$ cat config.mk
export PLATFORM = sky130hd
export DESIGN_NAME = osc_top
export DESIGN_NICKNAME = d
export VERILOG_FILES = /design/src/osc_pkg.sv /design/src/osc_capture_mux.sv /design/src/osc_osd_overlay.sv /design/src/osc_resync_led.sv /design/src/osc_sys_regs.sv /design/src/osc_top.sv
export VERILOG_INCLUDE_DIRS = /design/src
export SDC_FILE = /design/constraint.sdc
export NUM_CORES = 1
export LEC_CHECK = 0
export BUFFER_PORTS_ARGS = -buffer_cell sky130_fd_sc_hd__buf_2
export CAP_MARGIN = 10
export CORE_MARGIN = 3
export CORE_UTILIZATION = 40
export DETAILED_ROUTE_END_ITERATION = 12
export GPL_ROUTABILITY_DRIVEN = 1
export PLACE_DENSITY = 0.67
export SLEW_MARGIN = 20
export SYNTH_ARGS = -nofsm -noshare
export SYNTH_HDL_FRONTEND = slang
export SYNTH_SLANG_ARGS = --single-unit
$ cat constraint.sdc
create_clock -name pclk_out -period 2.34 [get_ports pclk_out]
set_input_delay 0.117 -clock pclk_out [delete_from_list [all_inputs] [get_ports pclk_out]]
set_output_delay 0.117 -clock pclk_out [all_outputs]
set_load 0.03 [all_outputs]
$ cat src/osc_defs.svh
// ------------------------------------------------
// Shared constants for the scan converter output path
// Include wherever widths, addresses or OSD colors are needed
// ------------------------------------------------
`ifndef OSC_DEFS_SVH
`define OSC_DEFS_SVH

// Video and bus widths
`define OSC_PIX_W 8
`define OSC_VID_W (3 * `OSC_PIX_W + 3)
`define OSC_BTN_W 6
`define OSC_ADDR_W 4
`define OSC_DATA_W 32
`define OSC_CTRL_W 5

// Register map
`define OSC_REG_CTRL 0
`define OSC_REG_STATUS 4
`define OSC_STAT_RESYNC_BIT 8

// OSD palette, RGB
`define OSC_COLOR_BLACK 24'h000000
`define OSC_COLOR_BLUE 24'h0000ff
`define OSC_COLOR_YELLOW 24'hffff00
`define OSC_COLOR_WHITE 24'hffffff

// Resync LED hold, kept short
`define OSC_RESYNC_LED_CYCLES 64
`define OSC_RESYNC_CTR_W ($clog2(`OSC_RESYNC_LED_CYCLES + 1))

`endif

$ cat src/osc_pkg.sv
// ------------------------------------------------
// Types shared by the output path modules
// Referenced by scoped name, e.g. osc_pkg::REG_CTRL
// ------------------------------------------------
`include "osc_defs.svh"

package osc_pkg;

    // APB register addresses
    typedef enum logic [`OSC_ADDR_W-1:0] {
        REG_CTRL   = `OSC_REG_CTRL,
        REG_STATUS = `OSC_REG_STATUS
    } reg_addr_e;

    // OSD color codes from the OSD generator
    typedef enum logic [1:0] {
        OSD_BLACK,
        OSD_BLUE,
        OSD_YELLOW,
        OSD_WHITE
    } osd_color_e;

    // Bit positions in the control register
    typedef enum logic [2:0] {
        CTRL_POWERON,
        CTRL_CAPTURE_SEL,
        CTRL_HSYNC_POL,
        CTRL_VSYNC_POL,
        CTRL_FRAMELOCK
    } ctrl_bit_e;

endpackage

$ cat src/osc_capture_mux.sv
// ------------------------------------------------
// Capture stage for the analog and HDMI sources
// Analog is 2 cycles to the output, HDMI is 3
// ------------------------------------------------
`timescale 1ns/1ps
`include "osc_defs.svh"

module osc_capture_mux (
    input  logic                  pclk_out,
    input  logic                  po_reset_n,
    input  logic                  capture_sel_i,
    input  logic                  hsync_pol_i,
    input  logic                  vsync_pol_i,
    input  logic [`OSC_PIX_W-1:0] ana_r_i,
    input  logic [`OSC_PIX_W-1:0] ana_g_i,
    input  logic [`OSC_PIX_W-1:0] ana_b_i,
    input  logic                  ana_hsync_i,
    input  logic                  ana_vsync_i,
    input  logic                  ana_de_i,
    input  logic [`OSC_PIX_W-1:0] hdmi_r_i,
    input  logic [`OSC_PIX_W-1:0] hdmi_g_i,
    input  logic [`OSC_PIX_W-1:0] hdmi_b_i,
    input  logic                  hdmi_hsync_i,
    input  logic                  hdmi_vsync_i,
    input  logic                  hdmi_de_i,
    output logic [`OSC_PIX_W-1:0] cap_r_o,
    output logic [`OSC_PIX_W-1:0] cap_g_o,
    output logic [`OSC_PIX_W-1:0] cap_b_o,
    output logic                  cap_hsync_o,
    output logic                  cap_vsync_o,
    output logic                  cap_de_o
);

    // Packed as {r, g, b, hsync, vsync, de}
    logic [`OSC_VID_W-1:0] ana_q;
    logic [`OSC_VID_W-1:0] ana_fix;
    logic [`OSC_VID_W-1:0] hdmi_q1;
    logic [`OSC_VID_W-1:0] hdmi_q2;
    logic [`OSC_VID_W-1:0] cap_q;

    always_ff @(posedge pclk_out or negedge po_reset_n) begin
        if (!po_reset_n) begin
            ana_q   <= '0;
            hdmi_q1 <= '0;
            hdmi_q2 <= '0;
        end else begin
            ana_q   <= {ana_r_i, ana_g_i, ana_b_i, ana_hsync_i, ana_vsync_i, ana_de_i};
            hdmi_q1 <= {hdmi_r_i, hdmi_g_i, hdmi_b_i, hdmi_hsync_i, hdmi_vsync_i, hdmi_de_i};
            hdmi_q2 <= hdmi_q1;
        end
    end

    // Digitizer syncs may arrive active high
    assign ana_fix = {ana_q[`OSC_VID_W-1:3],
                      ana_q[2] ^ hsync_pol_i,
                      ana_q[1] ^ vsync_pol_i,
                      ana_q[0]};

    always_ff @(posedge pclk_out or negedge po_reset_n) begin
        if (!po_reset_n) begin
            cap_q <= '0;
        end else begin
            cap_q <= capture_sel_i ? hdmi_q2 : ana_fix;
        end
    end

    assign {cap_r_o, cap_g_o, cap_b_o, cap_hsync_o, cap_vsync_o, cap_de_o} = cap_q;

endmodule

$ cat src/osc_osd_overlay.sv
// ------------------------------------------------
// OSD color overlay and output register to the HDMI TX
// Adds 2 cycles; OSD inputs align with the video input
// ------------------------------------------------
`timescale 1ns/1ps
`include "osc_defs.svh"

module osc_osd_overlay (
    input  logic                  pclk_out,
    input  logic                  po_reset_n,
    input  logic [`OSC_PIX_W-1:0] r_i,
    input  logic [`OSC_PIX_W-1:0] g_i,
    input  logic [`OSC_PIX_W-1:0] b_i,
    input  logic                  hsync_i,
    input  logic                  vsync_i,
    input  logic                  de_i,
    input  logic                  osd_enable_i,
    input  osc_pkg::osd_color_e   osd_color_i,
    output logic [`OSC_PIX_W-1:0] tx_r_o,
    output logic [`OSC_PIX_W-1:0] tx_g_o,
    output logic [`OSC_PIX_W-1:0] tx_b_o,
    output logic                  tx_hsync_o,
    output logic                  tx_vsync_o,
    output logic                  tx_de_o
);

    logic [3*`OSC_PIX_W-1:0] osd_rgb;
    logic [3*`OSC_PIX_W-1:0] pix_q;
    logic [2:0]              sync_q;

    always_comb begin
        case (osd_color_i)
            osc_pkg::OSD_BLACK:  osd_rgb = `OSC_COLOR_BLACK;
            osc_pkg::OSD_BLUE:   osd_rgb = `OSC_COLOR_BLUE;
            osc_pkg::OSD_YELLOW: osd_rgb = `OSC_COLOR_YELLOW;
            osc_pkg::OSD_WHITE:  osd_rgb = `OSC_COLOR_WHITE;
        endcase
    end

    // Stage 1, pixel substitution
    always_ff @(posedge pclk_out or negedge po_reset_n) begin
        if (!po_reset_n) begin
            pix_q  <= '0;
            sync_q <= '0;
        end else begin
            pix_q  <= osd_enable_i ? osd_rgb : {r_i, g_i, b_i};
            sync_q <= {hsync_i, vsync_i, de_i};
        end
    end

    // Stage 2, output register
    always_ff @(posedge pclk_out or negedge po_reset_n) begin
        if (!po_reset_n) begin
            {tx_r_o, tx_g_o, tx_b_o} <= '0;
            {tx_hsync_o, tx_vsync_o, tx_de_o} <= '0;
        end else begin
            {tx_r_o, tx_g_o, tx_b_o} <= pix_q;
            {tx_hsync_o, tx_vsync_o, tx_de_o} <= sync_q;
        end
    end

    // Pipeline must stay defined from reset onward
    a_tx_de_known: assert property (
        @(posedge pclk_out) disable iff (!po_reset_n)
        !$isunknown(tx_de_o)
    );

endmodule

$ cat src/osc_resync_led.sv
// ------------------------------------------------
// Resync indicator LED with standby blink
// Strobe is synchronized, edge detected and held on a counter
// ------------------------------------------------
`timescale 1ns/1ps
`include "osc_defs.svh"

module osc_resync_led (
    input  logic       pclk_out,
    input  logic       po_reset_n,
    input  logic       resync_strobe_i,
    input  logic       poweron_i,
    input  logic       framelock_i,
    output logic [1:0] led_o,
    output logic       resync_active_o
);

    logic                         strobe_sync1_q;
    logic                         strobe_sync2_q;
    logic                         strobe_prev_q;
    logic                         strobe_rise;
    logic [`OSC_RESYNC_CTR_W-1:0] ctr_q;

    always_ff @(posedge pclk_out or negedge po_reset_n) begin
        if (!po_reset_n) begin
            strobe_sync1_q <= 1'b0;
            strobe_sync2_q <= 1'b0;
            strobe_prev_q  <= 1'b0;
        end else begin
            strobe_sync1_q <= resync_strobe_i;
            strobe_sync2_q <= strobe_sync1_q;
            strobe_prev_q  <= strobe_sync2_q;
        end
    end

    assign strobe_rise = strobe_sync2_q & ~strobe_prev_q;

    always_ff @(posedge pclk_out or negedge po_reset_n) begin
        if (!po_reset_n) begin
            ctr_q <= '0;
        end else if (poweron_i) begin
            if (strobe_rise) begin
                ctr_q <= `OSC_RESYNC_LED_CYCLES;
            end else if (ctr_q > `OSC_RESYNC_LED_CYCLES) begin
                // leftover blink count from standby
                ctr_q <= '0;
            end else if (ctr_q != '0) begin
                ctr_q <= ctr_q - 1'b1;
            end
        end else begin
            ctr_q <= ctr_q - 1'b1;
        end
    end

    assign resync_active_o = poweron_i & (ctr_q != '0);
    assign led_o[0] = poweron_i ? (ctr_q != '0) : ~ctr_q[`OSC_RESYNC_CTR_W-1];
    assign led_o[1] = poweron_i & framelock_i;

    // Once powered on, the hold count stays within one LED period
    a_ctr_bounded: assert property (
        @(posedge pclk_out) disable iff (!po_reset_n)
        poweron_i && $past(poweron_i) |-> ctr_q <= `OSC_RESYNC_LED_CYCLES
    );

endmodule

$ cat src/osc_sys_regs.sv
// ------------------------------------------------
// APB register block for system control and status
// Control bits fan out as single wires, buttons are synchronized
// ------------------------------------------------
`timescale 1ns/1ps
`include "osc_defs.svh"

module osc_sys_regs (
    input  logic                   pclk_out,
    input  logic                   po_reset_n,
    input  logic                   psel_i,
    input  logic                   penable_i,
    input  logic                   pwrite_i,
    input  logic [`OSC_ADDR_W-1:0] paddr_i,
    input  logic [`OSC_DATA_W-1:0] pwdata_i,
    input  logic [`OSC_BTN_W-1:0]  btn_i,
    input  logic                   resync_active_i,
    output logic [`OSC_DATA_W-1:0] prdata_o,
    output logic                   pready_o,
    output logic                   pslverr_o,
    output logic                   poweron_o,
    output logic                   capture_sel_o,
    output logic                   hsync_pol_o,
    output logic                   vsync_pol_o,
    output logic                   framelock_o
);

    logic [`OSC_CTRL_W-1:0] ctrl_q;
    logic [`OSC_BTN_W-1:0]  btn_sync1_q;
    logic [`OSC_BTN_W-1:0]  btn_sync2_q;
    logic [`OSC_DATA_W-1:0] status;
    logic                   access;
    logic                   hit_ctrl;
    logic                   hit_status;

    assign access     = psel_i & penable_i;
    assign hit_ctrl   = (paddr_i == osc_pkg::REG_CTRL);
    assign hit_status = (paddr_i == osc_pkg::REG_STATUS);

    // No wait states
    assign pready_o  = 1'b1;
    assign pslverr_o = access & ~(hit_ctrl | (hit_status & ~pwrite_i));

    always_ff @(posedge pclk_out or negedge po_reset_n) begin
        if (!po_reset_n) begin
            ctrl_q <= '0;
        end else if (access && pwrite_i && hit_ctrl) begin
            ctrl_q <= pwdata_i[`OSC_CTRL_W-1:0];
        end
    end

    // Buttons are active low, idle high
    always_ff @(posedge pclk_out or negedge po_reset_n) begin
        if (!po_reset_n) begin
            btn_sync1_q <= '1;
            btn_sync2_q <= '1;
        end else begin
            btn_sync1_q <= btn_i;
            btn_sync2_q <= btn_sync1_q;
        end
    end

    always_comb begin
        status = '0;
        status[`OSC_BTN_W-1:0] = btn_sync2_q;
        status[`OSC_STAT_RESYNC_BIT] = resync_active_i;
    end

    always_comb begin
        prdata_o = '0;
        if (access && !pwrite_i) begin
            if (hit_ctrl) begin
                prdata_o[`OSC_CTRL_W-1:0] = ctrl_q;
            end else if (hit_status) begin
                prdata_o = status;
            end
        end
    end

    assign poweron_o     = ctrl_q[osc_pkg::CTRL_POWERON];
    assign capture_sel_o = ctrl_q[osc_pkg::CTRL_CAPTURE_SEL];
    assign hsync_pol_o   = ctrl_q[osc_pkg::CTRL_HSYNC_POL];
    assign vsync_pol_o   = ctrl_q[osc_pkg::CTRL_VSYNC_POL];
    assign framelock_o   = ctrl_q[osc_pkg::CTRL_FRAMELOCK];

    // Access phase only inside a selected transfer
    a_penable_needs_psel: assert property (
        @(posedge pclk_out) disable iff (!po_reset_n)
        penable_i |-> psel_i
    );

endmodule

$ cat src/osc_top.sv
// ------------------------------------------------
// Output path top level of the scan converter
// APB registers, capture, OSD overlay and resync LED
// ------------------------------------------------
`timescale 1ns/1ps
`include "osc_defs.svh"

module osc_top (
    input  logic                   pclk_out,
    input  logic                   po_reset_n,
    input  logic                   psel_i,
    input  logic                   penable_i,
    input  logic                   pwrite_i,
    input  logic [`OSC_ADDR_W-1:0] paddr_i,
    input  logic [`OSC_DATA_W-1:0] pwdata_i,
    output logic [`OSC_DATA_W-1:0] prdata_o,
    output logic                   pready_o,
    output logic                   pslverr_o,
    input  logic [`OSC_BTN_W-1:0]  btn_i,
    input  logic [`OSC_PIX_W-1:0]  ana_r_i,
    input  logic [`OSC_PIX_W-1:0]  ana_g_i,
    input  logic [`OSC_PIX_W-1:0]  ana_b_i,
    input  logic                   ana_hsync_i,
    input  logic                   ana_vsync_i,
    input  logic                   ana_de_i,
    input  logic [`OSC_PIX_W-1:0]  hdmi_r_i,
    input  logic [`OSC_PIX_W-1:0]  hdmi_g_i,
    input  logic [`OSC_PIX_W-1:0]  hdmi_b_i,
    input  logic                   hdmi_hsync_i,
    input  logic                   hdmi_vsync_i,
    input  logic                   hdmi_de_i,
    input  logic                   osd_enable_i,
    input  osc_pkg::osd_color_e    osd_color_i,
    input  logic                   resync_strobe_i,
    output logic [`OSC_PIX_W-1:0]  tx_r_o,
    output logic [`OSC_PIX_W-1:0]  tx_g_o,
    output logic [`OSC_PIX_W-1:0]  tx_b_o,
    output logic                   tx_hsync_o,
    output logic                   tx_vsync_o,
    output logic                   tx_de_o,
    output logic [1:0]             led_o
);

    logic                  poweron;
    logic                  capture_sel;
    logic                  hsync_pol;
    logic                  vsync_pol;
    logic                  framelock;
    logic                  resync_active;
    logic [`OSC_PIX_W-1:0] cap_r;
    logic [`OSC_PIX_W-1:0] cap_g;
    logic [`OSC_PIX_W-1:0] cap_b;
    logic                  cap_hsync;
    logic                  cap_vsync;
    logic                  cap_de;

    osc_sys_regs u_sys_regs (
        .pclk_out        (pclk_out),
        .po_reset_n      (po_reset_n),
        .psel_i          (psel_i),
        .penable_i       (penable_i),
        .pwrite_i        (pwrite_i),
        .paddr_i         (paddr_i),
        .pwdata_i        (pwdata_i),
        .btn_i           (btn_i),
        .resync_active_i (resync_active),
        .prdata_o        (prdata_o),
        .pready_o        (pready_o),
        .pslverr_o       (pslverr_o),
        .poweron_o       (poweron),
        .capture_sel_o   (capture_sel),
        .hsync_pol_o     (hsync_pol),
        .vsync_pol_o     (vsync_pol),
        .framelock_o     (framelock)
    );

    osc_capture_mux u_capture (
        .pclk_out      (pclk_out),
        .po_reset_n    (po_reset_n),
        .capture_sel_i (capture_sel),
        .hsync_pol_i   (hsync_pol),
        .vsync_pol_i   (vsync_pol),
        .ana_r_i       (ana_r_i),
        .ana_g_i       (ana_g_i),
        .ana_b_i       (ana_b_i),
        .ana_hsync_i   (ana_hsync_i),
        .ana_vsync_i   (ana_vsync_i),
        .ana_de_i      (ana_de_i),
        .hdmi_r_i      (hdmi_r_i),
        .hdmi_g_i      (hdmi_g_i),
        .hdmi_b_i      (hdmi_b_i),
        .hdmi_hsync_i  (hdmi_hsync_i),
        .hdmi_vsync_i  (hdmi_vsync_i),
        .hdmi_de_i     (hdmi_de_i),
        .cap_r_o       (cap_r),
        .cap_g_o       (cap_g),
        .cap_b_o       (cap_b),
        .cap_hsync_o   (cap_hsync),
        .cap_vsync_o   (cap_vsync),
        .cap_de_o      (cap_de)
    );

    osc_osd_overlay u_overlay (
        .pclk_out     (pclk_out),
        .po_reset_n   (po_reset_n),
        .r_i          (cap_r),
        .g_i          (cap_g),
        .b_i          (cap_b),
        .hsync_i      (cap_hsync),
        .vsync_i      (cap_vsync),
        .de_i         (cap_de),
        .osd_enable_i (osd_enable_i),
        .osd_color_i  (osd_color_i),
        .tx_r_o       (tx_r_o),
        .tx_g_o       (tx_g_o),
        .tx_b_o       (tx_b_o),
        .tx_hsync_o   (tx_hsync_o),
        .tx_vsync_o   (tx_vsync_o),
        .tx_de_o      (tx_de_o)
    );

    osc_resync_led u_resync_led (
        .pclk_out        (pclk_out),
        .po_reset_n      (po_reset_n),
        .resync_strobe_i (resync_strobe_i),
        .poweron_i       (poweron),
        .framelock_i     (framelock),
        .led_o           (led_o),
        .resync_active_o (resync_active)
    );

endmodule

==> impl_metrics.tcl, run 1 <==
set metrics [dict create \
    fin_crit_ns 2.08 \
    crit_required_ns 2.22 \
    overflow 0 \
    hpwl_um 6540 \
    worstMarginPinSlew_ns 0.720 \
    hold-path-cell-count 3 \
    drt_iter0_drc 207 \
    end_kind "primary output" \
    grt_max_degree 93 \
    final_cell_mix "177 x dfrtp_1, 113 x buf_2, 67 x dlygate4sd3_1" \
    setup_slack_ns 0.258 \
    rows 44 \
    synth_seq_area_share 0.788 \
    num_vias 3303 \
    numCtsBuffers 17 \
    fp.coreArea_um2 14600 \
    grt_pass1_vias 3502 \
    grt_use_met1 0.170 \
    r2r-end "u_resync_led.ctr_q[2]$_DFFE_PN0P_" \
    p_leak_nw 3.83 \
    insertion_delay_ns 0.42 \
    max-slew-margin-rel 0.520 \
    drive_above_1_share 0.334 \
    maxCapViolations 0 \
    drt_first_pass_iters 4 \
    rsz0062_at_grt "false" \
    diodes 0 \
    synth_area_um2 6020 \
    hp-class "in -> reg" \
    routed_wl_um 10700 \
    met3_usage 0.0399 \
    cts_tree "built" \
    ctsRootBufferMaster "clkbuf_16" \
    die_area_um2 16600 \
    power_mw 7.50 \
    cts_max_level 4 \
    finalInstanceArea_um2 8030 \
    skew_ns 0.0110 \
    slew_violations 0 \
    r2r_slack_ns 0.54 \
    worstSetupStartpointType "register" \
    status "completed" \
    antenna_found_initial 0 \
    fmax_ghz 0.480 \
    power_density_nw_per_um2 934 \
    yosysTopAreaCellShare 0.736 \
    layout_commonest_cell "dfrtp_1" \
    via_per_inst 4.27 \
    synth_top_area_cell "dfrtp_1" \
    irDropWorstVdd_mv 0.531 \
    ys_types 34 \
    place_ws_ns 0.545 \
    ys_seq_elements 189 \
    final_util 0.548 \
    die_x_um 129 \
    routabilityCongestion 0.782 \
    clk_path_buf_depth 2 \
    post_dp_cell_area_um2 6760 \
    grt_pass1_wl_um 17400 \
    reg2reg_depth 6 \
    ant_nets 0 \
    synth.area.top_cells "dfrtp_1 74%, mux2_2 5.8%, dfstp_2 5.2%" \
    clk_pin_slew_ns 0.07 \
    gr-usage-all-layers 0.137 \
    crit_path_start "u_resync_led.ctr_q[2]$_DFFE_PN0P_" \
    critPathArrivalTime_ns 1.97 \
    netlist_instances 382 \
    timing.setup.tns_ns 0 \
    initial_core_util 0.411 \
    synth_area_per_cell_um2 15.8 \
    r2r_start "u_resync_led.ctr_q[0]$_DFFE_PN0P_" \
    clock_sinks 189 \
    synthToLayoutAreaGrowth_pct 33.3 \
    hold_path_end "u_overlay.pix_q[7]$_DFF_PN0_" \
    hold_viol 0 \
    post_cts_buffers 0 \
    layout.nets 683 \
    grt-busiest-layer "met2" \
    critical_path_class "reg -> out" \
    io_buffers 114 \
    die_h_um 129 \
    setup_viol 0 \
    fin_crit_sh 0.890 \
    drc 0 \
    wire_per_inst_um 13.9 \
    ios 168 \
    grt_use_met2 0.225 \
    synth_warnings 0 \
    crit_fanout 6 \
    hp-start "osd_color_i[0]" \
]
[where the power goes]
part           internal (mW)  switching, mW
Sequential              3.57          0.164
Clock                   1.64           1.17
Combinational          0.410          0.552
[cell type report]
type                       count  area, um2
tap                          184        230
multi-input combinational    154       1040
clock inverter                12        139
fill                        1167       6620
clock buffer                  20        457
timing repair buffer         186       1310
inverter                      28        105
sequential                   189       4740
[how the worst max path moves through the flow]
stage	end	slack [ns]	cells past startpoint
floorplan	u_resync_led.ctr_q[1]$_DFFE_PN0P_	0.75	4
global placement	u_resync_led.ctr_q[1]$_DFFE_PN0P_	0.61	4
detailed placement	u_resync_led.ctr_q[1]$_DFFE_PN0P_	0.55	4
CTS	prdata_o[8]	0.16	4
global route	led_o[0]	0.18	6
finish	prdata_o[8]	0.26	4
[critical path, stage by stage (launching register included)]
cell      delay, ns
dfrtp_1        0.45
nor4_2         0.43
nand2_1        0.21
o2111a_1       0.27
buf_2          0.17
[cell families after synthesis]
kind of cell | share of synthesized area
other | 0.00125
AO/OA/AOI/OAI | 0.0405
adder cells (fa/ha/maj) | 0.00415
multiplexers | 0.0696
flip-flops | 0.788
AND/OR/NAND/NOR | 0.0353
XOR/XNOR | 0.00582
buffers and inverters | 0.0555
[routing by layer]
metal	vias to the layer above	part of all wire
met1	1602	0.42
met4	0	0.015
met5	-	0
li1	1570	-
met2	116	0.52
met3	15	0.046
[cell usage after synthesis]
cell type,instances
a21oi_1,3
a311o_1,1
a31oi_1,3
and2_1,1
and3_1,1
buf_1,3
buf_4,26
clkbuf_1,6
conb_1,2
dfrtp_1,177
dfstp_2,12
ha_1,2
inv_1,28
mux2_2,31
mux2i_1,7
nand2_1,13
nand2b_1,1
nand3_1,3
nand3b_1,1
nor2_1,14
nor2b_1,2
nor3_1,3
nor3b_2,1
nor4_1,2
o2111a_1,1
o21ai_0,27
o221ai_1,1
o311ai_0,1
o31ai_1,2
o31ai_4,1
or2_1,1
or4_4,1
xnor2_1,3
xor2_1,1
[registers in the layout, indices dropped and copies added, names as in the netlist]
name                         cells
u_sys_regs.ctrl_q                5
u_overlay.tx_hsync_o             1
u_resync_led.strobe_sync2_q      1
u_overlay.pix_q                 24
u_resync_led.strobe_sync1_q      1
u_capture.cap_q                 27
u_overlay.tx_de_o                1
u_sys_regs.btn_sync1_q           6
u_capture.hdmi_q1               27
u_capture.ana_q                 27
u_resync_led.strobe_prev_q       1
u_overlay.tx_b_o                 8
u_overlay.tx_g_o                 8
u_overlay.tx_r_o                 8
u_sys_regs.btn_sync2_q           6
u_overlay.tx_vsync_o             1
u_overlay.sync_q                 3
u_capture.hdmi_q2               27
u_resync_led.ctr_q               7
[per-stage QoR]
stage / std cells / hold slack [ns]
after detailed placement: 674 / 0.223
after CTS: 773 / 0.0529
after global placement: 674 / 0.215
after global routing: 773 / 0.0919
final: 773 / 0.0860
after floorplan: 406 / -0.179
[repair_timing]
| action | in CTS | in global routing |
|---|---|---|
| resized for setup | 0 | 1 |
| hold endpoints to repair | 142 | 0 |
| hold buffers | 67 | 0 |
| setup endpoints to repair | 0 | 1 |
Power figures use the tool's default switching activity.
==> run 2: changes to the inputs <==
--- a/config.mk
+++ b/config.mk
@@ -8,6 +8,7 @@
 export LEC_CHECK = 0
 export BUFFER_PORTS_ARGS = -buffer_cell sky130_fd_sc_hd__buf_2
 export CAP_MARGIN = 10
+export CORE_ASPECT_RATIO = 0.8
 export CORE_MARGIN = 3
 export CORE_UTILIZATION = 40
 export DETAILED_ROUTE_END_ITERATION = 12
==> run 2 against run 1 <==
  * Sequential cell count stayed put
  * Critical endpoint unchanged
  * Largest cell class unchanged
  * Power rose by 1.3%
  * Clock-buffer cell count down 1
==> impl_metrics.tcl, run 2 (synthesis results as in run 1) <==
set metrics [dict create \
    maxCapViolations 0 \
    gr-usage-all-layers 0.144 \
    hp-class "in -> reg" \
    clock_sinks 189 \
    skew_ns 0.0110 \
    drive_above_1_share 0.336 \
    crit_required_ns 2.22 \
    die_h_um 116 \
    slew_violations 0 \
    die_x_um 143 \
    worstMarginPinSlew_ns 0.651 \
    post_cts_buffers 0 \
    layout_commonest_cell "dfrtp_1" \
    drc 0 \
    cts_tree "built" \
    diodes 0 \
    routabilityCongestion 0.705 \
    insertion_delay_ns 0.42 \
    status "completed" \
    rows 39 \
    clk_pin_slew_ns 0.07 \
    max-slew-margin-rel 0.566 \
    routed_wl_um 10800 \
    num_vias 3314 \
    initial_core_util 0.416 \
    grt_max_degree 87 \
    final_cell_mix "177 x dfrtp_1, 113 x buf_2, 67 x dlygate4sd3_1" \
    fmax_ghz 0.490 \
    p_sw_frac 0.267 \
    power_density_nw_per_um2 944 \
    timing.hold.ws_ns 0.0868 \
    end_kind "primary output" \
    io_buffers 114 \
    clk_path_buf_depth 2 \
    pwr-share-comb 0.127 \
    fill_cells 1139 \
    ctsRootBufferMaster "clkbuf_16" \
    synthToLayoutAreaGrowth_pct 33.6 \
    irDropWorstVdd_mv 0.512 \
    seqPwrFrac 0.491 \
    numCtsBuffers 17 \
    seq_area_um2 4740 \
    layout.nets 683 \
    fin_crit_sh 0.873 \
    wire_per_inst_um 14.0 \
    grt_pass1_vias 3572 \
    worstSetupStartpointType "register" \
    fp.coreArea_um2 14500 \
    switchingPower_mw 2.03 \
    ios 168 \
    crit_fanout 6 \
    hold_viol 0 \
    ant_nets 0 \
    p_int_mw 5.57 \
    setup_viol 0 \
    clockPowerShare 0.382 \
    overflow 0 \
    rsz0062_at_grt "false" \
    antenna_found_initial 0 \
    fin_crit_ns 2.04 \
    drt_first_pass_iters 4 \
    hpwl_um 6840 \
    die_area_um2 16600 \
    p_leak_nw 3.85 \
    grt_pass1_wl_um 18100 \
    via_per_inst 4.29 \
    drt_iter0_drc 236 \
    multiInputGateArea_um2 1040 \
    critical_path_class "reg -> out" \
    cts_max_level 4 \
    timing.setup.tns_ns 0 \
    critPathArrivalTime_ns 1.92 \
]
[run 2: final cells by class]
type | count | area share
sequential | 189 | 0.590
timing repair buffer | 186 | 0.163
multi-input combinational | 154 | 0.129
clock buffer | 19 | 0.0563
tap | 184 | 0.0286
clock inverter | 13 | 0.0201
inverter | 28 | 0.0131
[run 2: power by group through the flow]
stage	registers [mW]	clock network, mW	logic, mW
2_1_floorplan	3.81	0	0.544
3_3_place_gp	3.76	0	0.843
3_5_place_dp	3.78	0	0.882
4_1_cts	3.72	2.97	0.969
5_1_grt	3.76	3.12	1.08
6_report	3.73	2.90	0.968
[run 2: worst paths after layout]
check                                             startpoint                           endpoint  slack (ns)  cells after the start
max                        u_resync_led.ctr_q[2]$_DFFE_PN0P_                        prdata_o[8]        0.30                      4
min                                           osd_color_i[0]       u_overlay.pix_q[1]$_DFF_PN0_        0.09                      3
max reg2reg                u_resync_led.ctr_q[0]$_DFFE_PN0P_  u_resync_led.ctr_q[4]$_DFFE_PN0P_        0.64                      5
min reg2reg                  u_capture.hdmi_q1[10]$_DFF_PN0_    u_capture.hdmi_q2[10]$_DFF_PN0_        0.34                      0
max in group asynchronous                         po_reset_n      u_capture.ana_q[10]$_DFF_PN0_        1.34                      3
min in group asynchronous                         po_reset_n  u_resync_led.ctr_q[6]$_DFFE_PN0P_        0.31                      2
[run 2: worst max-delay path: stages (launching register included)]
cell      delay, ns
dfrtp_1        0.45
nor4_2         0.40
nand2_1        0.21
o2111a_1       0.27
buf_2          0.17
[run 2: stage by stage]
stage          setup WS, ns  total power [mW]   util  std cells  area [um2]
6_report              0.298              7.60  0.555        773        8050
2_1_floorplan         0.748              4.36      -        406        6110
4_1_cts               0.152              7.66  0.555        773        8040
5_1_grt               0.100              7.96  0.555        773        8050
3_5_place_dp          0.564              4.66  0.466        674        6760
3_3_place_gp          0.623              4.61  0.466        674        6760
[run 2: repair_timing]
| action | in CTS | in global routing |
|---|---|---|
| resized for setup | 0 | 1 |
| hold endpoints to repair | 136 | 0 |
| setup endpoints to repair | 0 | 1 |
| hold buffers | 67 | 0 |
[run 2: per-layer routing]
| layer | share of wire | GRT usage |
|---|---|---|
| met1 | 0.43 | 0.184 |
| met5 | 0 | 0 |
| met4 | 0.016 | 0.0526 |
| met3 | 0.037 | 0.0375 |
| met2 | 0.52 | 0.240 |
